$ cat config.mk
export PLATFORM = sky130hd
export DESIGN_NAME = jal_resolver
export DESIGN_NICKNAME = d
export VERILOG_FILES = /design/src/fetch_pkg.sv /design/src/jal_resolver.sv
export VERILOG_INCLUDE_DIRS = /design/src
export SDC_FILE = /design/constraint.sdc
export NUM_CORES = 1
export LEC_CHECK = 0
export BUFFER_PORTS_ARGS = -buffer_cell sky130_fd_sc_hd__buf_4
export CAP_MARGIN = 40
export CORE_MARGIN = 3
export CORE_UTILIZATION = 29
export DETAILED_ROUTE_END_ITERATION = 8
export GPL_TIMING_DRIVEN = 0
export PLACE_DENSITY = 0.59
export SLEW_MARGIN = 20
export SYNTH_ARGS = -nofsm -noshare
export SYNTH_HDL_FRONTEND = slang
export SYNTH_SLANG_ARGS = --single-unit
$ cat constraint.sdc
create_clock -name clk_i -period 3.22 [get_ports clk_i]
set_input_delay 0.161 -clock clk_i [delete_from_list [all_inputs] [get_ports clk_i]]
set_output_delay 0.161 -clock clk_i [all_outputs]
set_load 0.01 [all_outputs]
$ cat src/fetch_settings.svh
/*
 * Widths, sizes and fixed addresses of the fetch subsystem.
 * FETCH_MEM_WORDS must equal 2**FETCH_MEM_IDX_W.
 * FETCH_QUEUE_DEPTH and FETCH_BTB_ENTRIES must be powers of two.
 * Fetches in [FETCH_PF_BASE, FETCH_PF_LIMIT) take a page fault.
 */
`ifndef FETCH_SETTINGS_SVH
`define FETCH_SETTINGS_SVH

`define FETCH_PC_W        32
`define FETCH_INSTR_W     32
`define FETCH_MEM_IDX_W   8
`define FETCH_MEM_WORDS   256
`define FETCH_QUEUE_DEPTH 4
`define FETCH_BTB_ENTRIES 8
`define FETCH_RESET_ADDR  32'h0000_0000
`define FETCH_TRAP_ADDR   32'h0000_0100
`define FETCH_PF_BASE     32'h0000_0200
`define FETCH_PF_LIMIT    32'h0000_0280

`endif

$ cat src/fetch_pkg.sv
/*
 * Shared types of the fetch subsystem.
 * Widths come from the settings header.
 */
`default_nettype none

`include "fetch_settings.svh"

package fetch_pkg;

    // Instruction address and word
    typedef logic [`FETCH_PC_W-1:0]      pc_t;
    typedef logic [`FETCH_INSTR_W-1:0]   instr_t;

    // Word index into instruction memory
    typedef logic [`FETCH_MEM_IDX_W-1:0] mem_idx_t;

    // Next-PC source
    typedef enum logic [1:0] {
        KEEP      = 2'd0,
        BP_OR_PC4 = 2'd1,
        JUMP      = 2'd2
    } next_pc_sel_e;

    // Fetch exception causes, listed in priority order
    typedef enum logic [1:0] {
        MISALIGNED   = 2'd0,
        ACCESS_FAULT = 2'd1,
        PAGE_FAULT   = 2'd2
    } xcpt_cause_e;

endpackage

`default_nettype wire

$ cat src/jal_resolver.sv
/*
 * Retire stage standing in for the control unit.
 * Only JAL is decoded; every other word retires as sequential.
 * Redirect and training are combinational in the pop cycle.
 * Retire outputs follow the pop by one cycle.
 */
`default_nettype none

`include "fetch_settings.svh"

module jal_resolver (
    input  logic                   clk_i,
    input  logic                   rstn_i,
    input  logic                   retire_ready_i,
    input  logic                   not_empty_i,
    input  fetch_pkg::pc_t         head_pc_i,
    input  fetch_pkg::instr_t      head_instr_i,
    input  logic                   head_xcpt_valid_i,
    input  fetch_pkg::xcpt_cause_e head_xcpt_cause_i,
    input  logic                   head_pred_taken_i,
    input  fetch_pkg::pc_t         head_pred_target_i,
    output logic                   pop_o,
    output logic                   redirect_o,
    output fetch_pkg::pc_t         redirect_pc_o,
    output logic                   train_valid_o,
    output fetch_pkg::pc_t         train_pc_o,
    output fetch_pkg::pc_t         train_target_o,
    output logic                   train_taken_o,
    output logic                   retire_valid_o,
    output fetch_pkg::pc_t         retire_pc_o,
    output fetch_pkg::instr_t      retire_instr_o,
    output logic                   xcpt_valid_o,
    output fetch_pkg::xcpt_cause_e xcpt_cause_o,
    output logic                   mispredict_o
);
    logic           is_jal;
    fetch_pkg::pc_t jal_imm;
    fetch_pkg::pc_t jal_target;
    logic           mispredict;
    logic           train_req;

    assign pop_o  = retire_ready_i && not_empty_i;
    assign is_jal = head_instr_i[6:0] == 7'b1101111;

    // J-type immediate, sign-extended
    assign jal_imm = {{11{head_instr_i[31]}}, head_instr_i[31], head_instr_i[19:12],
                      head_instr_i[20], head_instr_i[30:21], 1'b0};
    assign jal_target = head_pc_i + jal_imm;

    always_comb begin
        mispredict     = 1'b0;
        train_req      = 1'b0;
        train_taken_o  = 1'b0;
        redirect_pc_o  = head_pc_i + 32'd4;
        if (head_xcpt_valid_i) begin
            redirect_pc_o = `FETCH_TRAP_ADDR;
        end else if (is_jal) begin
            train_req     = 1'b1;
            train_taken_o = 1'b1;
            mispredict    = !head_pred_taken_i || (head_pred_target_i != jal_target);
            redirect_pc_o = jal_target;
        end else if (head_pred_taken_i) begin
            // Stale entry, fall through to PC+4
            train_req  = 1'b1;
            mispredict = 1'b1;
        end
    end

    assign redirect_o     = pop_o && (head_xcpt_valid_i || mispredict);
    assign train_valid_o  = pop_o && train_req;
    assign train_pc_o     = head_pc_i;
    assign train_target_o = jal_target;

    always_ff @(posedge clk_i or negedge rstn_i) begin
        if (!rstn_i) begin
            retire_valid_o <= 1'b0;
            xcpt_valid_o   <= 1'b0;
            mispredict_o   <= 1'b0;
        end else begin
            retire_valid_o <= pop_o;
            xcpt_valid_o   <= pop_o && head_xcpt_valid_i;
            mispredict_o   <= pop_o && mispredict;
        end
    end

    always_ff @(posedge clk_i) begin
        if (pop_o) begin
            retire_pc_o    <= head_pc_i;
            retire_instr_o <= head_instr_i;
            xcpt_cause_o   <= head_xcpt_cause_i;
        end
    end

    // Flush leaves the queue empty, so no pop right after a redirect
    a_flush_drains: assert property (@(posedge clk_i) disable iff (!rstn_i)
        redirect_o |=> !pop_o);

endmodule

`default_nettype wire

==> metrics <==
initial antenna violation count=0; Setup violations, final=2; Die Ht=about 150 microns; layout cell share with drive strength beyond 1=0.435; worst setup margin=-0.323 ns; nets@finish=1,064; worst-margin pin slew=0.675 ns; Post-Route Hold Slack=0.0102 ns; clock share of power=0.284; final instance area=9220 sq um; vias in the first global route=roughly 5,600; Fmax achieved=around 280 MHz; Core Region=between 15,000 and 20,000 sq um; top-area cell type share of the netlist area=0.340; Lkg Pwr=3.96 nW; final period utilization=1.10; htree depth=3; CTS Buf Count=9; Setup crit start kind=input port; Bufs on Longest Clock Path=2; internal power=0.00240 W; Slew Limit Fails=0; post-synth cell types=between 70 and 80; Synth area leaders=edfxtp_1, ha_1, xor2_1; global-route wire length before repair=approximately 33 mm; commonest cells in the netlist=edfxtp_1, nor2_1, nand2_1, xor2_1, buf_4; RD Place Congestion=0.869; maxcap violations=0; Die Area=around 22,000 sq um; PD cells=between 300 and 400 nW/um^2; Yosys Warn Count=0; Comb pwr share=0.419; register area share after synthesis=0.353; port bufs=271; top-count cell post-synth=edfxtp_1; Seq cells post-synth=69; maximum fanout along the worst path=7; DRT antenna net count=0; Hold Crit Class=input port to flip-flop; WHS Path Cells=1; minimum clock period=about 3.5 ns; ys flop type=edfxtp_1; switching pwr=~0.0012 W; initial core utilization=0.298; total grt overflow=0; # fillers=1,872; final hold violation count=0; switch share=0.330; # DRC=0; DR WL/cell=19.1 microns; critical path class=input port to output port; clk sinks=69; final wirelength=22.9 mm; CP endpoint kind=output port; via/cell ratio=4.97; Post-Syn Area=between 5000 and 6000 sq um; Max-slew headroom=0.550; Antenna Diode Count=0; RSZ-0062 raised after global routing=true; failing checks=negative setup slack; Post-DP HPWL=18.4 mm; Die Width=148 microns; outcome=finished, violations left; Vias=5,959; Site Rows=just over 50; crit path DAT=3.38 ns; asr flop ratio synth=0.0435; TritonRoute pass-1 iters=5; Mapped Cells=612; area leader, netlist=edfxtp_1; sequential share of power=0.297; clk root buf=clkbuf_16; io pins=roughly 270; post-layout util=0.470; Area Overhead vs Synth=58.1%; clock slew seen by the registers of the worst setup and hold paths=0.06 ns; peak supply drop=0.000204 V; CTS tree=yes; critical path required time=3.06 ns; largest net degree at the start of global routing=49; Synth Net Count=748; Post-synth EDFFs=66; gr usage total=0.197; mean post-synth cell area=9.53 sq um; placed instance area=8230 sq um; DR iter-0 viols=around 370
## sequential cells by signal (all words and copies together), names as in the netlist
register	cells
retire_instr_o	32
retire_pc_o	32
xcpt_cause_o	2
xcpt_valid_o	1
mispredict_o	1
retire_valid_o	1
## through the flow
| step | setup WS (ns) | setup TNS, ns | instances | power [W] |
|---|---|---|---|---|
| finish | -0.323 | -0.397 | 1198 | 0.00358 |
| global route | -0.425 | -0.785 | 1198 | 0.00373 |
| global placement | -0.909 | -2.55 | 1148 | 0.00242 |
| floorplan | 0.137 | 0 | 612 | 0.00179 |
| CTS | -0.464 | -0.970 | 1188 | 0.00352 |
| detailed placement | -1.01 | -2.81 | 1149 | 0.00243 |
## layer usage
| layer | vias up | GRT usage | wire (microns) |
|---|---|---|---|
| li1 | 2899 | - | - |
| met1 | 2794 | 0.245 | 9460 |
| met2 | 229 | 0.339 | 11300 |
| met3 | 37 | 0.0368 | 1390 |
| met4 | 0 | 0.0732 | 700 |
| met5 | - | 0 | 0 |
## area by class of cell
cell class	count	area [sq um]	share of cell area
multi-input cells	467	3710	0.403
repair buffers	308	2390	0.260
well taps	265	332	0.0360
inverters	13	51.3	0.00557
flip-flops and latches	69	2060	0.223
clock buffers	12	256	0.0278
clock inverters	4	47.5	0.00516
plain buffers	60	367	0.0398
## placed cells by master, fill, tap and decap left out, types with 4 or more instances in the layout
master           n
nor2_1          62
xor3_1           4
dlygate4sd3_1   19
and2_1           8
nand4_1         18
nand3_1         15
o21ai_0         19
o21a_1           4
xor2_1          35
buf_4          318
clkbuf_16        9
ha_1            28
nand2_1         47
and3_1          10
xnor3_1          6
a211o_1          4
clkbuf_1        16
a31oi_1          6
buf_2            9
and4_1           7
a211oi_2         4
nor3_1           7
a211oi_1        25
nor2b_1          4
a21oi_1         29
inv_1           12
edfxtp_1        66
o221ai_1         4
xnor2_1         27
## timing repair
action                                  4_1_cts  5_1_grt
endpoints found under the hold margin        21        0
resized for setup                            31       39
endpoints found under the setup margin        7       12
pin swaps                                    18       26
hold buffers                                 19        0
setup buffers                                 5       12
## worst max-delay path, stage by stage
cell and delay, ns:
buf_8 0.10, ha_4 0.16, fa_2 0.34, a211o_1 0.30, a221o_4 0.45, a31oi_4 0.29
o31ai_2 0.12, xor3_1 0.19, a2111oi_0 0.38, nand4_1 0.26, nor4_4 0.18, buf_4 0.17
a311oi_2 0.11, buf_4 0.17
## path summary, 6_finish.rpt
| check | from | end | slack (ns) |
|---|---|---|---|
| worst min-delay path | head_instr_i[12] | retire_instr_o[12] | 0.01 |
| min in group asynchronous | rstn_i | xcpt_valid_o | 0.15 |
| max in group asynchronous | rstn_i | retire_valid_o | 2.97 |
| worst max-delay path | head_pc_i[1] | redirect_o | -0.32 |
## power groups by stage
stage	clock, W	combinational [W]	sequential, W
floorplan	0	0.000673	0.00112
global placement	0	0.00134	0.00108
detailed placement	0	0.00134	0.00108
CTS	0.00103	0.00142	0.00106
global route	0.00106	0.00160	0.00107
finish	0.00102	0.00150	0.00106
## logic make-up (layout without fill, tap and decap cells)
kind of cell | count (synthesis) | in the layout | synth area share
adders and majority gates | 32 | 32 | 0.0700
xor gates and xnor gates | 79 | 79 | 0.143
AOI/OAI and AO/OA | 149 | 149 | 0.183
DFF | 69 | 69 | 0.353
buffers and inverters | 76 | 397 | 0.0723
muxes | 1 | 1 | 0.00172
and+or+nand+nor | 206 | 206 | 0.177
Note: power is estimated with default switching activity, not from simulation.
