## src/fetch_settings.svh

```systemverilog
/*
 * Widths, sizes and fixed addresses of the fetch subsystem.
 * FETCH_MEM_WORDS must equal 2**FETCH_MEM_IDX_W.
 * FETCH_QUEUE_DEPTH and FETCH_BTB_ENTRIES must be powers of two.
 * Fetches in [FETCH_PF_BASE, FETCH_PF_LIMIT) take a page fault.
 */
`ifndef FETCH_SETTINGS_SVH
`define FETCH_SETTINGS_SVH

`define FETCH_PC_W        32
`define FETCH_INSTR_W     32
`define FETCH_MEM_IDX_W   8
`define FETCH_MEM_WORDS   256
`define FETCH_QUEUE_DEPTH 4
`define FETCH_BTB_ENTRIES 8
`define FETCH_RESET_ADDR  32'h0000_0000
`define FETCH_TRAP_ADDR   32'h0000_0100
`define FETCH_PF_BASE     32'h0000_0200
`define FETCH_PF_LIMIT    32'h0000_0280

`endif

```

## src/fetch_pkg.sv

```systemverilog
/*
 * Shared types of the fetch subsystem.
 * Widths come from the settings header.
 */
`default_nettype none

`include "fetch_settings.svh"

package fetch_pkg;

    // Instruction address and word
    typedef logic [`FETCH_PC_W-1:0]      pc_t;
    typedef logic [`FETCH_INSTR_W-1:0]   instr_t;

    // Word index into instruction memory
    typedef logic [`FETCH_MEM_IDX_W-1:0] mem_idx_t;

    // Next-PC source
    typedef enum logic [1:0] {
        KEEP      = 2'd0,
        BP_OR_PC4 = 2'd1,
        JUMP      = 2'd2
    } next_pc_sel_e;

    // Fetch exception causes, listed in priority order
    typedef enum logic [1:0] {
        MISALIGNED   = 2'd0,
        ACCESS_FAULT = 2'd1,
        PAGE_FAULT   = 2'd2
    } xcpt_cause_e;

endpackage

`default_nettype wire

```

## src/branch_predictor.sv

```systemverilog
/*
 * Direct-mapped branch target buffer, full tags, 2-bit counters.
 * Lookup is combinational; training takes effect on the next edge.
 * A not-taken result only updates an entry that is already present.
 */
`default_nettype none

`include "fetch_settings.svh"

module branch_predictor (
    input  logic           clk_i,
    input  logic           rstn_i,
    input  fetch_pkg::pc_t lookup_pc_i,
    input  logic           train_valid_i,
    input  fetch_pkg::pc_t train_pc_i,
    input  fetch_pkg::pc_t train_target_i,
    input  logic           train_taken_i,
    output logic           hit_o,
    output logic           taken_o,
    output fetch_pkg::pc_t target_o
);
    localparam int IDX_W = $clog2(`FETCH_BTB_ENTRIES);
    localparam int TAG_W = `FETCH_PC_W - IDX_W - 2;

    logic [`FETCH_BTB_ENTRIES-1:0] valid_q;
    logic [TAG_W-1:0]              tag_q    [`FETCH_BTB_ENTRIES];
    fetch_pkg::pc_t                target_q [`FETCH_BTB_ENTRIES];
    logic [1:0]                    ctr_q    [`FETCH_BTB_ENTRIES];

    logic [IDX_W-1:0] rd_idx;
    logic [TAG_W-1:0] rd_tag;
    logic [IDX_W-1:0] wr_idx;
    logic [TAG_W-1:0] wr_tag;
    logic             wr_hit;

    // Word-aligned index, rest of the PC is the tag
    assign rd_idx = lookup_pc_i[IDX_W+1:2];
    assign rd_tag = lookup_pc_i[`FETCH_PC_W-1:IDX_W+2];
    assign wr_idx = train_pc_i[IDX_W+1:2];
    assign wr_tag = train_pc_i[`FETCH_PC_W-1:IDX_W+2];
    assign wr_hit = valid_q[wr_idx] && (tag_q[wr_idx] == wr_tag);

    assign hit_o    = valid_q[rd_idx] && (tag_q[rd_idx] == rd_tag);
    assign taken_o  = ctr_q[rd_idx][1];
    assign target_o = target_q[rd_idx];

    // Only a taken result allocates
    always_ff @(posedge clk_i or negedge rstn_i) begin
        if (!rstn_i) begin
            valid_q <= '0;
        end else if (train_valid_i && train_taken_i && !wr_hit) begin
            valid_q[wr_idx] <= 1'b1;
        end
    end

    always_ff @(posedge clk_i) begin
        if (train_valid_i) begin
            if (wr_hit && train_taken_i) begin
                // Saturate up, keep the latest target
                ctr_q[wr_idx]    <= (ctr_q[wr_idx] == 2'b11) ? 2'b11 : ctr_q[wr_idx] + 2'd1;
                target_q[wr_idx] <= train_target_i;
            end else if (wr_hit) begin
                ctr_q[wr_idx] <= (ctr_q[wr_idx] == 2'b00) ? 2'b00 : ctr_q[wr_idx] - 2'd1;
            end else if (train_taken_i) begin
                // New entry starts weakly taken
                tag_q[wr_idx]    <= wr_tag;
                target_q[wr_idx] <= train_target_i;
                ctr_q[wr_idx]    <= 2'b10;
            end
        end
    end

endmodule

`default_nettype wire

```

## src/if_stage.sv

```systemverilog
/*
 * Fetch stage: PC register, next-PC select, exception check.
 * Memory and predictor answer in the same cycle as the PC.
 * First push happens one cycle after reset release.
 * Fetch carries on past exceptions; the consumer redirects.
 */
`default_nettype none

`include "fetch_settings.svh"

module if_stage (
    input  logic                   clk_i,
    input  logic                   rstn_i,
    input  logic                   stall_i,
    input  logic                   redirect_i,
    input  fetch_pkg::pc_t         redirect_pc_i,
    input  fetch_pkg::instr_t      mem_data_i,
    input  logic                   mem_page_fault_i,
    input  logic                   train_valid_i,
    input  fetch_pkg::pc_t         train_pc_i,
    input  fetch_pkg::pc_t         train_target_i,
    input  logic                   train_taken_i,
    output fetch_pkg::pc_t         mem_addr_o,
    output logic                   push_o,
    output fetch_pkg::pc_t         entry_pc_o,
    output fetch_pkg::instr_t      entry_instr_o,
    output logic                   entry_xcpt_valid_o,
    output fetch_pkg::xcpt_cause_e entry_xcpt_cause_o,
    output logic                   entry_pred_taken_o,
    output fetch_pkg::pc_t         entry_pred_target_o
);
    localparam fetch_pkg::pc_t MEM_BYTES = fetch_pkg::pc_t'(`FETCH_MEM_WORDS * 4);

    fetch_pkg::pc_t          pc_q;
    fetch_pkg::pc_t          next_pc;
    fetch_pkg::next_pc_sel_e next_sel;
    logic                    fetch_en_q;
    logic                    bp_hit;
    logic                    bp_taken;
    fetch_pkg::pc_t          bp_target;
    logic                    ex_misaligned;
    logic                    ex_access;

    always_ff @(posedge clk_i or negedge rstn_i) begin
        if (!rstn_i) begin
            fetch_en_q <= 1'b0;
        end else begin
            fetch_en_q <= 1'b1;
        end
    end

    // Redirect wins over stall
    always_comb begin
        if (redirect_i) begin
            next_sel = fetch_pkg::JUMP;
        end else if (stall_i || !fetch_en_q) begin
            next_sel = fetch_pkg::KEEP;
        end else begin
            next_sel = fetch_pkg::BP_OR_PC4;
        end
    end

    always_comb begin
        case (next_sel)
            fetch_pkg::KEEP:  next_pc = pc_q;
            fetch_pkg::JUMP:  next_pc = redirect_pc_i;
            default:          next_pc = (bp_hit && bp_taken) ? bp_target : pc_q + 32'd4;
        endcase
    end

    always_ff @(posedge clk_i or negedge rstn_i) begin
        if (!rstn_i) begin
            pc_q <= `FETCH_RESET_ADDR;
        end else begin
            pc_q <= next_pc;
        end
    end

    branch_predictor branch_predictor_i (
        .clk_i          (clk_i),
        .rstn_i         (rstn_i),
        .lookup_pc_i    (pc_q),
        .train_valid_i  (train_valid_i),
        .train_pc_i     (train_pc_i),
        .train_target_i (train_target_i),
        .train_taken_i  (train_taken_i),
        .hit_o          (bp_hit),
        .taken_o        (bp_taken),
        .target_o       (bp_target)
    );

    assign ex_misaligned = |pc_q[1:0];
    assign ex_access     = pc_q >= MEM_BYTES;

    // Misaligned, then access fault, then page fault
    always_comb begin
        entry_xcpt_valid_o = ex_misaligned || ex_access || mem_page_fault_i;
        if (ex_misaligned) begin
            entry_xcpt_cause_o = fetch_pkg::MISALIGNED;
        end else if (ex_access) begin
            entry_xcpt_cause_o = fetch_pkg::ACCESS_FAULT;
        end else begin
            entry_xcpt_cause_o = fetch_pkg::PAGE_FAULT;
        end
    end

    assign mem_addr_o          = pc_q;
    // Wrong-path word in a redirect cycle is dropped
    assign push_o              = fetch_en_q && !stall_i && !redirect_i;
    assign entry_pc_o          = pc_q;
    assign entry_instr_o       = mem_data_i;
    assign entry_pred_taken_o  = bp_hit && bp_taken;
    assign entry_pred_target_o = bp_target;

endmodule

`default_nettype wire

```

## config.mk

```make
export PLATFORM = sky130hd
export DESIGN_NAME = if_stage
export DESIGN_NICKNAME = d
export VERILOG_FILES = /design/src/fetch_pkg.sv /design/src/branch_predictor.sv /design/src/if_stage.sv
export VERILOG_INCLUDE_DIRS = /design/src
export SDC_FILE = /design/constraint.sdc
export NUM_CORES = 1
export LEC_CHECK = 0
export BUFFER_PORTS_ARGS = -buffer_cell sky130_fd_sc_hd__buf_2
export CAP_MARGIN = 20
export CELL_PAD_IN_SITES_DETAIL_PLACEMENT = 1
export CELL_PAD_IN_SITES_GLOBAL_PLACEMENT = 2
export CORE_UTILIZATION = 25
export DETAILED_ROUTE_END_ITERATION = 16
export PLACE_DENSITY_LB_ADDON = 0.1
export SYNTH_ARGS = -nofsm -noshare
export SYNTH_HDL_FRONTEND = slang
export SYNTH_SLANG_ARGS = --single-unit
```

## constraint.sdc

```tcl
create_clock -name clk_i -period 3.85 [get_ports clk_i]
set_input_delay 0.385 -clock clk_i [delete_from_list [all_inputs] [get_ports clk_i]]
set_output_delay 0.385 -clock clk_i [all_outputs]
set_load 0.1 [all_outputs]
```

==> results.md <==
- Dominant synthesized flop cell: edfxtp_1
- Synthesized area per cell: 16.0 um^2
- Initial DRC Count: 1048
- Final core utilization: 32.4%
- Dominant cells by area after synthesis: edfxtp_1, mux4_2, dfrtp_1
- Worst hold path type: input pin to register
- GR Overflow Total: 0
- Final hold vios: 0
- CP Capture Type: primary output
- Drt drc: 0
- Initial antenna violation count: 10
- Ys Warns: 0
- Vias in the first global route: 17000
- Post-DRT Antenna Nets: 0
- Measured slew at the worst slew-check pin: 0.814 ns
- Final Wtd Congestion: 0.807
- Crit path buffers/inverters: 5
- Final Max Tran Viols: 0
- Clock tree buffer depth: 3
- Clk root buf: clkbuf_16
- Most frequent CP cell: buf_12
- Worst Clk Skew: 0.0315 ns
- Cell area after synthesis: 24400 um^2
- Die Area: 98900 um^2
- All-Layer GR Usage: 18.9%
- M1 WL: 41.6 mm
- Post-Syn Instances: 1527
- Via count: 15700
- Synth async-reset ratio: 7.75%
- Setup violations, final: 0
- PortBufs: 201
- HPWL after DPL: 64.1 mm
- CP top delay family: simple AND/OR/NAND/NOR gates
- Metal3 WL: 4.85 mm
- Critical path startpoint category: register
- Die width: 315 um
- Core area: 96700 um^2
- Total clock sinks: 529
- Seq/Total Area, Yosys: 64.2%
- Layout cells sized above 1: 37.5%
- H-tree depth: 3
- Number of vias per cell: 4.84
- Fmax: 0.261 GHz
- Largest net degree at the start of global routing: 71
- TritonCTS clock tree: done
- Tcrit/Tclk final: 99.5%
- Setup WS post-layout: 0.0177 ns
- Clk_lat worst skew: 0.64 ns
- Met2 routed WL: 44.1 mm
- R2R Path Start: entry_pc_o[2]
- LEAKAGE: 10.9 nW
- Setup TNS: 0 ns
- Clock slew at reported path FFs: 0.06 ns
- Total Routed Length: 93.0 mm
- WL per Instance: 28.8 um
- Crit Path Class: register to primary output
- PwrDens: 524 nW/um^2
- Critical-path top delay cell: dfrtp_4
- DR top layer: met5
- 1st-pass router iterations: 5
- Io pins: 268
- Initial Utilization: 25.2%
- Highest ir drop seen on vdd: 0.290 mV
- Critical Path AT: 3.45 ns
- Max-cap violations: 0
- Critical hold path startpoint: train_target_i[27]
- Worst-path fanout max: 7
- Top cell type's share of synthesized area: 60.0%
- First-pass GRT wire length: 130 mm
- Cell row count: 114
- RSZ-0062 raised after global routing: yes
- Flops & latches, synth: 529
- Synth-to-Final Area Change: 28.2%
- Nets: 2035
- CP Data Required Time: 3.46 ns
- Num CTS Buffers: 68
- Overall power: 16.4 mW
- Unique masters post-synth: 63
- Area leader, netlist: edfxtp_1
- Outcome: complete, no violations
- Worst-path cell chain: buf_12 > buf_12 > buf_12 > mux4_2 > nor2_1 > nor3_1 > nor4_1 > nand2_1 > nor4_2 > buf_4 > buf_16
- Die Ht: 315 um
- Final Critical Period: 3.83 ns
- Pre-CTS setup slack: -0.196 ns
- CP Launch Point: entry_pc_o[2]
- Syn Nets: 1663
- Crit path largest cell delay: 0.54 ns
- Post-synth EDFFs: 488
- Slew headroom: 45.6%
final cells by class:
type	count	area, um^2
fill	10100	65400
sequential	529	15700
multi-input combinational	828	7920
timing repair buffer	461	3820
clock buffer	83	1840
tap	1276	1600
clock inverter	41	400
inverter	11	41.3
antenna	2	5.00
cells in the final DEF (no fill, tap or decap), types with 11 or more instances in the layout:
cell type      Yosys  final
a21oi_1           20     20
mux4_2           113    113
xor2_1            24     24
clkinv_2           0     14
o221ai_1          24     24
nor3_1            45     43
nor2_1            65     39
and3_1            11     11
clkbuf_16          0     71
buf_2             29    196
a22oi_1           18     18
a21o_1            11     11
a221oi_1          15     15
o21a_1            17     17
nor2_4             0     19
buf_12             4     51
a221o_1           13     13
o21ai_1           12     12
dfrtp_1           41     38
mux2_2            51     51
a22o_1            26     21
nor4_1            29     26
nand4_1           13     13
o22ai_1           11     11
edfxtp_1         488    488
xnor2_1           37     35
dlygate4sd3_1      0     41
mux2i_1          102    102
nand3_1           18     18
nand2_1           82     82
buf_4             68    164
clkinv_1           2     14
through the flow:
stage | std cells | cell area, um^2 | hold slack (ns)
after floorplan | 1527 | 24400 | 0.0894
after global placement | 3042 | 28300 | 0.446
after detailed placement | 3043 | 28300 | 0.449
after CTS | 3225 | 31200 | 0.00298
after global routing | 3230 | 31300 | 0.0264
final | 3231 | 31300 | 0.0472
logic make-up (layout without fill, tap and decap cells):
logic type / Yosys count / count (layout) / share of synthesized area (%)
compound gates: 201 / 201 / 6.36
buf+inv: 170 / 596 / 4.26
simple gates: 297 / 297 / 5.90
flops: 529 / 529 / 64.2
mux: 267 / 267 / 17.0
xor+xnor: 61 / 61 / 2.19
fa+ha+maj: 1 / 1 / 0.0512
other cells: 1 / 3 / 0.0154
state kept, by name, summed over array words and instances, names as in the netlist:
name and cells:
branch_predictor_i.ctr_q 16, branch_predictor_i.tag_q 216, branch_predictor_i.target_q 256, branch_predictor_i.valid_q 8, entry_pc_o 32, fetch_en_q 1
repair_timing:
action                                 4_1_cts  5_1_grt
pin swaps                                   10        3
setup endpoints to repair                   20       22
setup buffers                               17        4
hold buffers                                41        0
gates resized for setup                     22        9
gates cloned                                 1        1
endpoints found under the hold margin      120        0
synthesized netlist by cell type, drive strengths merged (15+ instances only):
library cell / n
dfrtp: 41
clkbuf: 42
mux4: 113
nor2: 66
a21oi: 20
a22oi: 18
xor2: 24
nor3: 45
edfxtp: 488
nor4: 29
o21ai: 16
o221ai: 24
buf: 117
o21a: 17
a221oi: 15
nand2: 82
xnor2: 37
mux2: 52
nand3: 18
mux2i: 102
a22o: 26
where the power goes:
group	leakage [nW]	total [mW]	internal, mW	switching, mW
Sequential	4.88	6.64	6.44	0.196
Clock	1.10	6.45	3.88	2.58
Combinational	4.88	3.32	1.05	2.27
routing by layer:
metal | track usage (%) | vias to the layer above
li1 | - | 6849
met1 | 25.1 | 8287
met2 | 30.6 | 396
met3 | 4.18 | 111
met4 | 5.62 | 10
met5 | 0 | -
path summary, 6_finish.rpt:
check,slack (ns),cells past startpoint,endpoint
max in group asynchronous,2.67,3,entry_pc_o[11]
setup / recovery,0.02,11,entry_pred_taken_o
hold reg to reg,0.49,1,branch_predictor_i.valid_q[2]
min in group asynchronous,0.32,2,entry_pc_o[1]
hold / removal,0.05,1,branch_predictor_i.target_q[1][27]
setup reg to reg,0.19,15,entry_pc_o[24]
Note: power is estimated with default switching activity, not from simulation.
