`src/fetch_settings.svh`:
```
/*
 * Widths, sizes and fixed addresses of the fetch subsystem.
 * FETCH_MEM_WORDS must equal 2**FETCH_MEM_IDX_W.
 * FETCH_QUEUE_DEPTH and FETCH_BTB_ENTRIES must be powers of two.
 * Fetches in [FETCH_PF_BASE, FETCH_PF_LIMIT) take a page fault.
 */
`ifndef FETCH_SETTINGS_SVH
`define FETCH_SETTINGS_SVH

`define FETCH_PC_W        32
`define FETCH_INSTR_W     32
`define FETCH_MEM_IDX_W   8
`define FETCH_MEM_WORDS   256
`define FETCH_QUEUE_DEPTH 4
`define FETCH_BTB_ENTRIES 8
`define FETCH_RESET_ADDR  32'h0000_0000
`define FETCH_TRAP_ADDR   32'h0000_0100
`define FETCH_PF_BASE     32'h0000_0200
`define FETCH_PF_LIMIT    32'h0000_0280

`endif

```
`src/fetch_pkg.sv`:
```
/*
 * Shared types of the fetch subsystem.
 * Widths come from the settings header.
 */
`default_nettype none

`include "fetch_settings.svh"

package fetch_pkg;

    // Instruction address and word
    typedef logic [`FETCH_PC_W-1:0]      pc_t;
    typedef logic [`FETCH_INSTR_W-1:0]   instr_t;

    // Word index into instruction memory
    typedef logic [`FETCH_MEM_IDX_W-1:0] mem_idx_t;

    // Next-PC source
    typedef enum logic [1:0] {
        KEEP      = 2'd0,
        BP_OR_PC4 = 2'd1,
        JUMP      = 2'd2
    } next_pc_sel_e;

    // Fetch exception causes, listed in priority order
    typedef enum logic [1:0] {
        MISALIGNED   = 2'd0,
        ACCESS_FAULT = 2'd1,
        PAGE_FAULT   = 2'd2
    } xcpt_cause_e;

endpackage

`default_nettype wire

```
`src/fetch_queue.sv`:
```
/*
 * FIFO of fetched entries between fetch and retire.
 * full_o doubles as the fetch stall, even with a pop in the same cycle.
 * Flush empties the queue and wins over push and pop.
 */
`default_nettype none

`include "fetch_settings.svh"

module fetch_queue (
    input  logic                   clk_i,
    input  logic                   rstn_i,
    input  logic                   flush_i,
    input  logic                   push_i,
    input  fetch_pkg::pc_t         entry_pc_i,
    input  fetch_pkg::instr_t      entry_instr_i,
    input  logic                   entry_xcpt_valid_i,
    input  fetch_pkg::xcpt_cause_e entry_xcpt_cause_i,
    input  logic                   entry_pred_taken_i,
    input  fetch_pkg::pc_t         entry_pred_target_i,
    input  logic                   pop_i,
    output fetch_pkg::pc_t         head_pc_o,
    output fetch_pkg::instr_t      head_instr_o,
    output logic                   head_xcpt_valid_o,
    output fetch_pkg::xcpt_cause_e head_xcpt_cause_o,
    output logic                   head_pred_taken_o,
    output fetch_pkg::pc_t         head_pred_target_o,
    output logic                   not_empty_o,
    output logic                   full_o
);
    localparam int DEPTH = `FETCH_QUEUE_DEPTH;
    localparam int PTR_W = $clog2(DEPTH);
    localparam int CNT_W = $clog2(DEPTH + 1);

    fetch_pkg::pc_t         pc_q     [DEPTH];
    fetch_pkg::instr_t      instr_q  [DEPTH];
    logic                   xv_q     [DEPTH];
    fetch_pkg::xcpt_cause_e cause_q  [DEPTH];
    logic                   pt_q     [DEPTH];
    fetch_pkg::pc_t         ptgt_q   [DEPTH];

    logic [PTR_W-1:0] rd_ptr_q;
    logic [PTR_W-1:0] wr_ptr_q;
    logic [CNT_W-1:0] count_q;

    // Pointers wrap at the power-of-two depth
    always_ff @(posedge clk_i or negedge rstn_i) begin
        if (!rstn_i) begin
            rd_ptr_q <= '0;
            wr_ptr_q <= '0;
            count_q  <= '0;
        end else if (flush_i) begin
            rd_ptr_q <= '0;
            wr_ptr_q <= '0;
            count_q  <= '0;
        end else begin
            if (push_i) begin
                wr_ptr_q <= wr_ptr_q + 1'b1;
            end
            if (pop_i) begin
                rd_ptr_q <= rd_ptr_q + 1'b1;
            end
            if (push_i && !pop_i) begin
                count_q <= count_q + 1'b1;
            end else if (pop_i && !push_i) begin
                count_q <= count_q - 1'b1;
            end
        end
    end

    always_ff @(posedge clk_i) begin
        if (push_i) begin
            pc_q[wr_ptr_q]    <= entry_pc_i;
            instr_q[wr_ptr_q] <= entry_instr_i;
            xv_q[wr_ptr_q]    <= entry_xcpt_valid_i;
            cause_q[wr_ptr_q] <= entry_xcpt_cause_i;
            pt_q[wr_ptr_q]    <= entry_pred_taken_i;
            ptgt_q[wr_ptr_q]  <= entry_pred_target_i;
        end
    end

    assign head_pc_o          = pc_q[rd_ptr_q];
    assign head_instr_o       = instr_q[rd_ptr_q];
    assign head_xcpt_valid_o  = xv_q[rd_ptr_q];
    assign head_xcpt_cause_o  = cause_q[rd_ptr_q];
    assign head_pred_taken_o  = pt_q[rd_ptr_q];
    assign head_pred_target_o = ptgt_q[rd_ptr_q];
    assign not_empty_o        = count_q != '0;
    assign full_o             = count_q == CNT_W'(DEPTH);

    // Producer honours the stall, consumer checks occupancy
    a_no_push_full: assert property (@(posedge clk_i) disable iff (!rstn_i)
        push_i |-> !full_o);
    a_no_pop_empty: assert property (@(posedge clk_i) disable iff (!rstn_i)
        pop_i |-> not_empty_o);

endmodule

`default_nettype wire

```
`config.mk`:
```
export PLATFORM = sky130hd
export DESIGN_NAME = fetch_queue
export DESIGN_NICKNAME = d
export VERILOG_FILES = /design/src/fetch_pkg.sv /design/src/fetch_queue.sv
export VERILOG_INCLUDE_DIRS = /design/src
export SDC_FILE = /design/constraint.sdc
export NUM_CORES = 1
export LEC_CHECK = 0
export ABC_AREA = 1
export BUFFER_PORTS_ARGS = -buffer_cell sky130_fd_sc_hd__buf_4
export CORE_MARGIN = 5
export CORE_UTILIZATION = 50
export DETAILED_ROUTE_END_ITERATION = 12
export GPL_TIMING_DRIVEN = 1
export PLACE_DENSITY = 0.71
export SYNTH_ARGS = -nofsm -noshare
export SYNTH_HDL_FRONTEND = slang
export SYNTH_SLANG_ARGS = --single-unit
```
`constraint.sdc`:
```
create_clock -name clk_i -period 3.45 [get_ports clk_i]
set_clock_uncertainty 0.05 [all_clocks]
set_input_delay 0.5175 -clock clk_i [delete_from_list [all_inputs] [get_ports clk_i]]
set_output_delay 0.5175 -clock clk_i [all_outputs]
set_load 0.1 [all_outputs]
```
==> metrics, run 1 <==
result of the run complete, no violations; Fmax approximately 310 MHz; count of mapped cells out of synthesis just over 1,000; clock edge transition at the registers on the reported setup and hold paths around 60 ps; pin count of the biggest net entering global routing 202; final worst slack 274 ps; Remaining Overflow, GRT 0; number of failing hold endpoints at the final stage 0; Worst Setup Path Type flip-flop to primary output; routability-driven placement congestion ratio 0.747; synthesis-to-layout area growth 22.0%; dpl hpwl 18.7 mm; NumNets Final around 1,300; Port-buffer cells about 210; Initial Util 0.509; vias in the first global route roughly 9,200; area after detailed placement 17,200 um2; sequential cell area in the final layout 12,200 um2; Synthesized Nets 1,138; area of the mapped netlist approximately 15,000 um2; Req. time, crit path 2880 ps; register bit count reported by yosys approximately 410; unrepaired setup endpoints after global routing no; Pwr Density 682 nW/um2; vertical die dimension approximately 180 um; Post-Place Worst Slack around 860 ps; wire length of the first global-routing pass slightly above 50 mm; # diodes 0; Logic pwr share 0.190; Internal Pwr Total a little under 9 mW; clock tree from TritonCTS done; post-synthesis sequential area ratio 0.801; top fanout value on the critical path 201; Detailed Route WL between 30 and 40 mm; layout filler cell count ~2,200; path category of the worst min-delay check primary input to flip-flop; Crit path arrival time 2610 ps; element type at the critical path start flip-flop; insertion delay to the later sink of the worst-skew pair slightly above 500 ps; number of post-CTS setup repair buffers 0; area enclosed by the die boundary 34,000 um2; antenna violations before repair 1; Top Ports about 210; detailed-route wire length per cell 20.2 um; TritonCTS Buffers between 40 and 50; count of placed standard cells including taps between 1,500 and 2,000; number of sinks on the clock net 407; number of iterations in the first detailed-routing pass 5; DR iter-0 viols roughly 710; combined global-route utilization of all metal layers 0.193; maximum resistive drop on vdd approximately 0.46 mV; x dimension of the die between 150 and 200 um; post-route DRC violation count 0; placement row count between 60 and 70; switching power share of the total 0.297; unique cell type count in the Yosys netlist 19; cell at the root of the clock tree sky130_fd_sc_hd__clkbuf_16; area of all placed cells without fillers around 19,000 um2; final worst path period share 0.921; minimum period implied by the final worst setup slack 3180 ps; proportion of power drawn by the clock network 0.359; number of setup violations in the final report 0; Crit. End Element primary output; worst slew margin relative to its limit 0.429; part of the total power dissipated in sequential elements 0.451; net switching power ~3.8 mW; post-cts sizing count 0; total number of vias ~9,200; share of post-route cells with drive strength above 1 0.238; area of the core approximately 30,000 um2; maximum buffer depth of the clock tree 3; final antenna-violating net count 0; count of placed standard cells in the final layout, fillers left out 1,652; Post-Route Setup TNS 0 ps; total count of max-transition violations in the final report 0; worst slew pin tran between 800 and 900 ps; level count of the clock H-tree 2; Synth Warn # 0; Max-cap violations 0; via-per-instance ratio around 5.5; average cell area after synthesis around 15 um2; Pleak around 6.5 nW; combined area of the multi-input logic cells between 2000 and 3000 um2
cells by family (layout without fill, tap and decap cells):
| group | after synthesis | in the layout | synth area share |
|---|---|---|---|
| flops | 407 | 407 | 0.801 |
| simple gates | 227 | 227 | 0.0570 |
| fa+ha+maj | 5 | 5 | 0.00460 |
| compound gates | 306 | 306 | 0.109 |
| buf+inv | 83 | 317 | 0.0288 |
power by group through the flow:
stage / logic [mW] / registers, mW / clock network [mW]
floorplan: 1.80 / 5.81 / 0
global placement: 2.39 / 5.80 / 0
detailed placement: 2.41 / 5.81 / 0
CTS: 2.42 / 5.71 / 4.64
global route: 2.52 / 5.72 / 4.84
finish: 2.40 / 5.71 / 4.55
Yosys cell counts:
| cell | n | share of area |
|---|---|---|
| sky130_fd_sc_hd__o21ai_0 | 111 | 0.037 |
| sky130_fd_sc_hd__clkbuf_1 | 18 | 0.0044 |
| sky130_fd_sc_hd__buf_4 | 1 | 0.00049 |
| sky130_fd_sc_hd__nor3_1 | 1 | 0.00033 |
| sky130_fd_sc_hd__buf_2 | 38 | 0.012 |
| sky130_fd_sc_hd__nand3_1 | 7 | 0.0023 |
| sky130_fd_sc_hd__o21ai_1 | 93 | 0.031 |
| sky130_fd_sc_hd__edfxtp_1 | 400 | 0.79 |
| sky130_fd_sc_hd__nand4_1 | 2 | 0.00082 |
| sky130_fd_sc_hd__a21oi_1 | 2 | 0.00066 |
| sky130_fd_sc_hd__inv_2 | 3 | 0.00074 |
| sky130_fd_sc_hd__o22ai_1 | 100 | 0.041 |
| sky130_fd_sc_hd__buf_6 | 10 | 0.0074 |
| sky130_fd_sc_hd__fa_1 | 1 | 0.0013 |
| sky130_fd_sc_hd__nand2_1 | 16 | 0.0039 |
| sky130_fd_sc_hd__ha_1 | 4 | 0.0033 |
| sky130_fd_sc_hd__nor2_1 | 201 | 0.050 |
| sky130_fd_sc_hd__dfrtp_1 | 7 | 0.012 |
| sky130_fd_sc_hd__inv_1 | 13 | 0.0032 |
through the flow:
step	util	hold WS, ps	total power [mW]
finish	0.622	141	12.7
global route	0.622	117	13.1
CTS	0.622	116	12.8
detailed placement	0.574	297	8.22
global placement	0.574	295	8.19
floorplan	-	172	7.61
worst max-delay path, cell delays in order, from the launching register on:
cell,delay (ps)
sky130_fd_sc_hd__dfrtp_4,450
sky130_fd_sc_hd__buf_12,600
sky130_fd_sc_hd__o21ai_0,230
sky130_fd_sc_hd__o22ai_1,320
sky130_fd_sc_hd__buf_4,360
layer usage:
| layer | wire length [um] | vias up | track usage |
|---|---|---|---|
| met5 | 7 | - | 0 |
| met4 | 744 | 2 | 0.0574 |
| met3 | 2740 | 56 | 0.0487 |
| met2 | 16000 | 314 | 0.315 |
| met1 | 13800 | 4481 | 0.261 |
| li1 | - | 4297 | - |
registers in the layout (all words and copies together) (netlist names):
name / flops
rd_ptr_q: 2
ptgt_q: 128
instr_q: 128
pt_q: 4
pc_q: 128
cause_q: 8
wr_ptr_q: 2
count_q: 3
xv_q: 4
cells in the final DEF (no fill, tap or decap):
cell type	instances
sky130_fd_sc_hd__inv_4	4
sky130_fd_sc_hd__nand3_1	7
sky130_fd_sc_hd__ha_1	4
sky130_fd_sc_hd__o21ai_1	93
sky130_fd_sc_hd__dfrtp_4	1
sky130_fd_sc_hd__a21oi_1	2
sky130_fd_sc_hd__clkinv_1	3
sky130_fd_sc_hd__clkinvlp_4	6
sky130_fd_sc_hd__buf_12	9
sky130_fd_sc_hd__dfrtp_2	1
sky130_fd_sc_hd__o21ai_0	111
sky130_fd_sc_hd__fa_1	1
sky130_fd_sc_hd__inv_1	9
sky130_fd_sc_hd__dfrtp_1	5
sky130_fd_sc_hd__clkbuf_16	43
sky130_fd_sc_hd__inv_6	2
sky130_fd_sc_hd__edfxtp_1	400
sky130_fd_sc_hd__nor3_1	1
sky130_fd_sc_hd__clkinv_4	2
sky130_fd_sc_hd__clkbuf_1	6
sky130_fd_sc_hd__buf_4	216
sky130_fd_sc_hd__inv_2	1
sky130_fd_sc_hd__o22ai_1	100
sky130_fd_sc_hd__dlygate4sd3_1	1
sky130_fd_sc_hd__nand2_1	16
sky130_fd_sc_hd__nor2_1	201
sky130_fd_sc_hd__clkbuf_8	1
sky130_fd_sc_hd__bufinv_16	6
sky130_fd_sc_hd__clkinv_2	8
sky130_fd_sc_hd__nand4_1	2
final timing paths:
check / start / endpoint / slack, ps / cells after the start
setup reg to reg: wr_ptr_q[1] / ptgt_q[1][29] / 1420 / 5
max in group asynchronous: rstn_i / rd_ptr_q[0] / 2900 / 2
hold / removal: entry_pc_i[10] / pc_q[1][10] / 140 / 1
min in group asynchronous: rstn_i / rd_ptr_q[0] / 310 / 2
setup / recovery: rd_ptr_q[0] / head_pred_target_o[8] / 270 / 4
hold reg to reg: count_q[2] / count_q[2] / 530 / 2
repair_timing:
item | 4_1_cts | 5_1_grt
hold buffers | 1 | 0
setup endpoints to repair | 0 | 0
hold endpoints to repair | 7 | 0
area by class of cell:
class / count / share of cell area
Clock inverter: 25 / 0.0160
Clock buffer: 50 / 0.0599
Timing Repair Buffer: 226 / 0.0976
Sequential cell: 407 / 0.656
Inverter: 16 / 0.00411
Multi-Input combinational cell: 538 / 0.140
Tap cell: 390 / 0.0263
Power figures use the tool's default switching activity.
==> inputs of run 2 (changes only) <==
--- a/config.mk
+++ b/config.mk
@@ -9,10 +9,10 @@
 export ABC_AREA = 1
 export BUFFER_PORTS_ARGS = -buffer_cell sky130_fd_sc_hd__buf_4
 export CORE_MARGIN = 5
-export CORE_UTILIZATION = 50
+export CORE_UTILIZATION = 45
 export DETAILED_ROUTE_END_ITERATION = 12
 export GPL_TIMING_DRIVEN = 1
-export PLACE_DENSITY = 0.71
 export SYNTH_ARGS = -nofsm -noshare
 export SYNTH_HDL_FRONTEND = slang
 export SYNTH_SLANG_ARGS = --single-unit
+export TNS_END_PERCENT = 20
==> run 2 against run 1 <==
Effect of this change:
- critical path depth did not move
- setup slack got worse by 69 ps
- core utilization fell by 6.5 points
- power fell by 0.44%
- sequential power barely moved
- largest power group unchanged
==> metrics, run 2 (synthesis results as in run 1) <==
Post-Route Setup TNS 0 ps (unchanged); x dimension of the die 194 um (was 184 um); level count of the clock H-tree 2 (unchanged); minimum period implied by the final worst setup slack 3250 ps (was 3180 ps); net switching power 3.73 mW (was 3.76 mW); vertical die dimension 194 um (was 184 um); slack of the worst reg-to-reg path 1410 ps (was 1420 ps); element type at the critical path start flip-flop (unchanged); unrepaired setup endpoints after global routing no (unchanged); switching power share of the total 0.296 (was 0.297); number of iterations in the first detailed-routing pass 5 (unchanged); cell at the root of the clock tree sky130_fd_sc_hd__clkbuf_16 (unchanged); post-cts sizing count 0 (unchanged); layout filler cell count 2,702 (was 2,188); Port-buffer cells 206 (unchanged); Internal Pwr Total 8.88 mW (was 8.90 mW); post-route DRC violation count 0 (unchanged); total number of vias 9,076 (was 9,150); routability-driven placement congestion ratio 0.707 (was 0.747); Pleak 6.53 nW (was 6.52 nW); worst slew margin relative to its limit 0.335 (was 0.429); number of failing hold endpoints at the final stage 0 (unchanged); maximum buffer depth of the clock tree 3 (unchanged); Logic pwr share 0.190 (about the same); Post-Place Worst Slack 908 ps (was 860 ps); wire length of the first global-routing pass 52.3 mm (was 51.4 mm); most frequent standard cell in the layout excluding fill and tap cells sky130_fd_sc_hd__edfxtp_1 (unchanged); DR iter-0 viols 563 (was 712); final worst slack 204 ps (was 274 ps); number of post-CTS setup repair buffers 0 (unchanged); Req. time, crit path 2880 ps (about the same); Pwr Density 677 nW/um2 (was 682 nW/um2); part of the total power dissipated in sequential elements 0.453 (was 0.451); Detailed Route WL 33.7 mm (was 33.4 mm); TritonCTS Buffers 42 (unchanged); Max-cap violations 0 (unchanged); core occupancy in the finished layout 0.557 (was 0.622); NumNets Final 1,345 (was 1,341); final worst path period share 0.941 (was 0.921); total count of max-transition violations in the final report 0 (unchanged); # diodes 0 (unchanged); top fanout value on the critical path 201 (unchanged); combined global-route utilization of all metal layers 0.175 (was 0.193); Crit. End Element primary output (unchanged); dpl hpwl 19.1 mm (was 18.7 mm); Fmax 308 MHz (was 315 MHz); share of post-route cells with drive strength above 1 0.234 (was 0.238); result of the run complete, no violations (unchanged); Top Ports 207 (unchanged); clock tree from TritonCTS done (unchanged); synthesis-to-layout area growth 22.4% (was 22.0%); proportion of power drawn by the clock network 0.357 (was 0.359); final antenna-violating net count 0 (unchanged); clock edge transition at the registers on the reported setup and hold paths 60 ps (about the same); pin count of the biggest net entering global routing 202 (unchanged); vias in the first global route 8,952 (was 9,172); placement row count 67 (was 63); detailed-route wire length per cell 19.7 um (was 20.2 um); Remaining Overflow, GRT 0 (unchanged); worst slew pin tran 998 ps (was 857 ps); area of the core 33,400 um2 (was 29,900 um2); maximum resistive drop on vdd 0.505 mV (was 0.455 mV); number of setup violations in the final report 0 (unchanged); Initial Util 0.455 (was 0.509); insertion delay to the later sink of the worst-skew pair 520 ps (was 510 ps); path category of the worst min-delay check primary input to flip-flop (unchanged); via-per-instance ratio 5.30 (was 5.54); Crit path arrival time 2680 ps (was 2610 ps); area enclosed by the die boundary 37,600 um2 (was 34,000 um2); Worst Setup Path Type flip-flop to primary output (unchanged); commonest cells after routing, fill and taps aside sky130_fd_sc_hd__edfxtp_1, sky130_fd_sc_hd__buf_4, sky130_fd_sc_hd__nor2_1, sky130_fd_sc_hd__o21ai_0, sky130_fd_sc_hd__o22ai_1 (unchanged); number of sinks on the clock net 407 (unchanged); antenna violations before repair 1 (unchanged); Top Registers instr_q x128, pc_q x128, ptgt_q x128 (unchanged); Tot Pwr 12.6 mW (was 12.7 mW)
==> run 2: power by group through the flow <==
stage / sequential, mW / combinational [mW] / clock, mW
final: 5.70 / 2.40 / 4.50
after global routing: 5.72 / 2.52 / 4.83
after detailed placement: 5.81 / 2.42 / 0
after floorplan: 5.81 / 1.80 / 0
after global placement: 5.80 / 2.41 / 0
after CTS: 5.70 / 2.43 / 4.61
==> run 2: final timing paths <==
check	depth (start not counted)	from	endpoint
min in group asynchronous	2	rstn_i	rd_ptr_q[0]
hold reg to reg	2	count_q[2]	count_q[2]
hold / removal	1	entry_pc_i[10]	pc_q[3][10]
setup / recovery	4	rd_ptr_q[0]	head_pred_target_o[2]
max in group asynchronous	2	rstn_i	rd_ptr_q[1]
setup reg to reg	5	wr_ptr_q[0]	instr_q[2][22]
==> run 2: metal layers <==
layer | wire length (um) | part of all wire | global-route usage
met1 | 14400 | 0.43 | 0.238
met2 | 15900 | 0.47 | 0.278
met3 | 2580 | 0.077 | 0.0504
met4 | 715 | 0.021 | 0.0497
met5 | 13 | 0.00039 | 0
==> run 2: timing repair <==
item / 4_1_cts / 5_1_grt
endpoints found under the hold margin: 7 / 0
hold buffers: 1 / 0
setup endpoints to repair: 0 / 0
==> run 2: worst max-delay path: stages (launching register included) <==
cell and delay [ps]:
sky130_fd_sc_hd__dfrtp_4 450, sky130_fd_sc_hd__buf_12 490, sky130_fd_sc_hd__o21ai_0 200, sky130_fd_sc_hd__o22ai_1 330, sky130_fd_sc_hd__buf_4 360
==> run 2: cell type report <==
type,instances,area [um2],share of cell area
Sequential cell,407,12200,0.655
Tap cell,448,561,0.0301
Timing Repair Buffer,230,1820,0.0976
Clock inverter,20,225,0.0121
Clock buffer,53,1160,0.0621
Multi-Input combinational cell,538,2590,0.139
Inverter,16,76.3,0.00410
==> run 2: stage by stage <==
step | hold WS, ps | cell area, um2 | std cells
6_report | 146 | 18600 | 1712
5_1_grt | 116 | 18600 | 1712
4_1_cts | 119 | 18600 | 1712
3_5_place_dp | 290 | 17200 | 1638
3_3_place_gp | 295 | 17200 | 1638
2_1_floorplan | 172 | 15200 | 1028
==> inputs of run 3 (changes only) <==
--- a/config.mk
+++ b/config.mk
@@ -8,10 +8,13 @@
 export LEC_CHECK = 0
 export ABC_AREA = 1
 export BUFFER_PORTS_ARGS = -buffer_cell sky130_fd_sc_hd__buf_4
+export CELL_PAD_IN_SITES_DETAIL_PLACEMENT = 2
+export CELL_PAD_IN_SITES_GLOBAL_PLACEMENT = 2
 export CORE_MARGIN = 5
-export CORE_UTILIZATION = 45
+export CORE_UTILIZATION = 40
 export DETAILED_ROUTE_END_ITERATION = 12
 export GPL_TIMING_DRIVEN = 1
+export PLACE_DENSITY_LB_ADDON = 0.1
 export SYNTH_ARGS = -nofsm -noshare
 export SYNTH_HDL_FRONTEND = slang
 export SYNTH_SLANG_ARGS = --single-unit
==> run 3 against run 2 <==
Effect of this change:
- non-clock buffer count decreased by 2
- setup slack improved by 39 ps
- largest cell class unchanged
- critical endpoint is now head_instr_o[25]
- routed wire length rose by 23%
==> metrics, run 3 (synthesis results as in run 1) <==
Top Registers instr_q x128, pc_q x128, ptgt_q x128 (unchanged); Max-cap violations 0 (unchanged); worst reg2reg path endpoint instr_q[1][3] (was instr_q[2][22]); Crit path arrival time 2640 ps (was 2680 ps); Post-Route Setup TNS 0 ps (unchanged); Fmax 312 MHz (was 308 MHz); placement row count 71 (was 67); TritonCTS Buffers 44 (was 42); minimum period implied by the final worst setup slack 3210 ps (was 3250 ps); path category of the worst min-delay check primary input to flip-flop (unchanged); layout filler cell count 3,590 (was 2,702); startpoint of the worst register-to-register path wr_ptr_q[1] (was wr_ptr_q[0]); core occupancy in the finished layout 0.499 (was 0.557); Port-buffer cells 206 (unchanged); share of post-route cells with drive strength above 1 0.232 (was 0.234); area of the core 37,600 um2 (was 33,400 um2); area of all placed cells without fillers 18,800 um2 (was 18,600 um2); Pleak 6.55 nW (was 6.53 nW); vias in the first global route 10,700 (was 8,952); commonest cells after routing, fill and taps aside sky130_fd_sc_hd__edfxtp_1, sky130_fd_sc_hd__buf_4, sky130_fd_sc_hd__nor2_1, sky130_fd_sc_hd__o21ai_0, sky130_fd_sc_hd__o22ai_1 (unchanged); result of the run complete, no violations (unchanged); via-per-instance ratio 5.27 (was 5.30); Crit. Startpoint rd_ptr_q[0] (unchanged); antenna violations before repair 4 (was 1); NumNets Final 1,345 (unchanged); clock edge transition at the registers on the reported setup and hold paths 60 ps (about the same); Worst setup endpoint head_instr_o[25] (was head_pred_target_o[2]); combined global-route utilization of all metal layers 0.196 (was 0.175); Top Ports 207 (unchanged); post-cts sizing count 0 (unchanged); top fanout value on the critical path 201 (unchanged); post-route DRC violation count 0 (unchanged); cell at the root of the clock tree sky130_fd_sc_hd__clkbuf_16 (unchanged); Remaining Overflow, GRT 0 (unchanged); routability-driven placement congestion ratio 0.708 (was 0.707); worst slew margin relative to its limit 0.370 (was 0.335); Detailed Route WL 41.3 mm (was 33.7 mm); maximum buffer depth of the clock tree 3 (unchanged); dpl hpwl 24.9 mm (was 19.1 mm); number of sinks on the clock net 407 (unchanged); total count of max-transition violations in the final report 0 (unchanged); insertion delay to the later sink of the worst-skew pair 530 ps (was 520 ps); number of setup violations in the final report 0 (unchanged); slack of the worst reg-to-reg path 1430 ps (was 1410 ps); Pwr Density 676 nW/um2 (was 677 nW/um2); x dimension of the die 205 um (was 194 um); number of post-CTS setup repair buffers 0 (unchanged); most frequent standard cell in the layout excluding fill and tap cells sky130_fd_sc_hd__edfxtp_1 (unchanged); cell depth of the worst flop-to-flop path 5 (unchanged); number of iterations in the first detailed-routing pass 4 (was 5); Initial Util 0.405 (was 0.455); DR iter-0 viols 522 (was 563); maximum resistive drop on vdd 0.504 mV (was 0.505 mV); number of failing hold endpoints at the final stage 0 (unchanged); Crit. End Element primary output (unchanged); area enclosed by the die boundary 42,000 um2 (was 37,600 um2); unrepaired setup endpoints after global routing no (unchanged); wire length of the first global-routing pass 63.2 mm (was 52.3 mm); total number of vias 9,391 (was 9,076); clock tree from TritonCTS done (unchanged); final worst path period share 0.930 (was 0.941); final antenna-violating net count 0 (unchanged); area after detailed placement 17,400 um2 (was 17,200 um2); pin count of the biggest net entering global routing 202 (unchanged); detailed-route wire length per cell 23.2 um (was 19.7 um); Req. time, crit path 2880 ps (about the same); synthesis-to-layout area growth 23.3% (was 22.4%); worst slew pin tran 945 ps (was 998 ps); vertical die dimension 205 um (was 194 um); element type at the critical path start flip-flop (unchanged); Worst Setup Path Type flip-flop to primary output (unchanged); level count of the clock H-tree 2 (unchanged)
[run 3: changes by cell type in the layout (fill, tap and decap cells not counted)]
cell | before | now
sky130_fd_sc_hd__buf_12 | 7 | 13
sky130_fd_sc_hd__buf_4 | 222 | 214
sky130_fd_sc_hd__bufinv_16 | 5 | 4
sky130_fd_sc_hd__clkbuf_1 | 8 | 9
sky130_fd_sc_hd__clkinv_1 | 7 | 12
sky130_fd_sc_hd__clkinv_2 | 6 | 8
sky130_fd_sc_hd__clkinv_4 | 1 | 0
sky130_fd_sc_hd__clkinvlp_4 | 2 | 0
sky130_fd_sc_hd__dfrtp_2 | 0 | 1
sky130_fd_sc_hd__dfrtp_4 | 2 | 1
sky130_fd_sc_hd__diode_2 | 0 | 2
sky130_fd_sc_hd__inv_6 | 1 | 3
[run 3: worst max-delay path: stages, from the launching register on]
cell	delay, ps
sky130_fd_sc_hd__dfrtp_4	450
sky130_fd_sc_hd__buf_12	530
sky130_fd_sc_hd__o21ai_0	270
sky130_fd_sc_hd__o22ai_1	330
sky130_fd_sc_hd__buf_4	360
[run 3: final cells by class]
cell class	count	area, um2	area share
Sequential cell	407	12200	0.650
Clock buffer	54	1160	0.0618
Clock inverter	25	218	0.0116
Tap cell	511	639	0.0341
Multi-Input combinational cell	538	2590	0.138
Antenna cell	2	5.00	0.000267
Inverter	16	76.3	0.00407
Timing Repair Buffer	228	1880	0.100
[run 3: layer usage]
metal,global-route usage,wire (um),up-vias
met3,0.0472,2300,65
li1,-,-,4303
met5,0,34,-
met1,0.240,16700,4827
met2,0.353,21400,190
met4,0.0464,817,6
[run 3: power by group]
part	internal, mW	switching, mW	total (mW)
sequential	5.66	0.0629	5.72
clock	2.68	1.84	4.52
combinational	0.488	1.96	2.45
[run 3: stage by stage]
step                      hold WS [ps]  std cells  power, mW  setup WS, ps
after detailed placement           293       1699       8.30           775
after global placement             288       1699       8.25           885
after CTS                         83.1       1779       12.9           200
after floorplan                    172       1028       7.61           292
final                              120       1781       12.7           243
after global routing              90.9       1779       13.2           109
[run 3: how the worst min path moves through the flow]
stage	startpoint	to	slack (ps)	cells past startpoint
6_report	entry_pred_target_i[9]	ptgt_q[3][9]	120	1
5_1_grt	entry_pc_i[27]	pc_q[3][27]	90	1
4_1_cts	entry_pred_target_i[9]	ptgt_q[3][9]	80	1
3_5_place_dp	rstn_i	count_q[1]	290	1
3_3_place_gp	rstn_i	count_q[1]	290	1
2_1_floorplan	rstn_i	count_q[0]	170	0
[run 3: repair_timing]
item,in CTS,in global routing
setup endpoints to repair,0,0
hold endpoints to repair,7,0
hold buffers,1,0
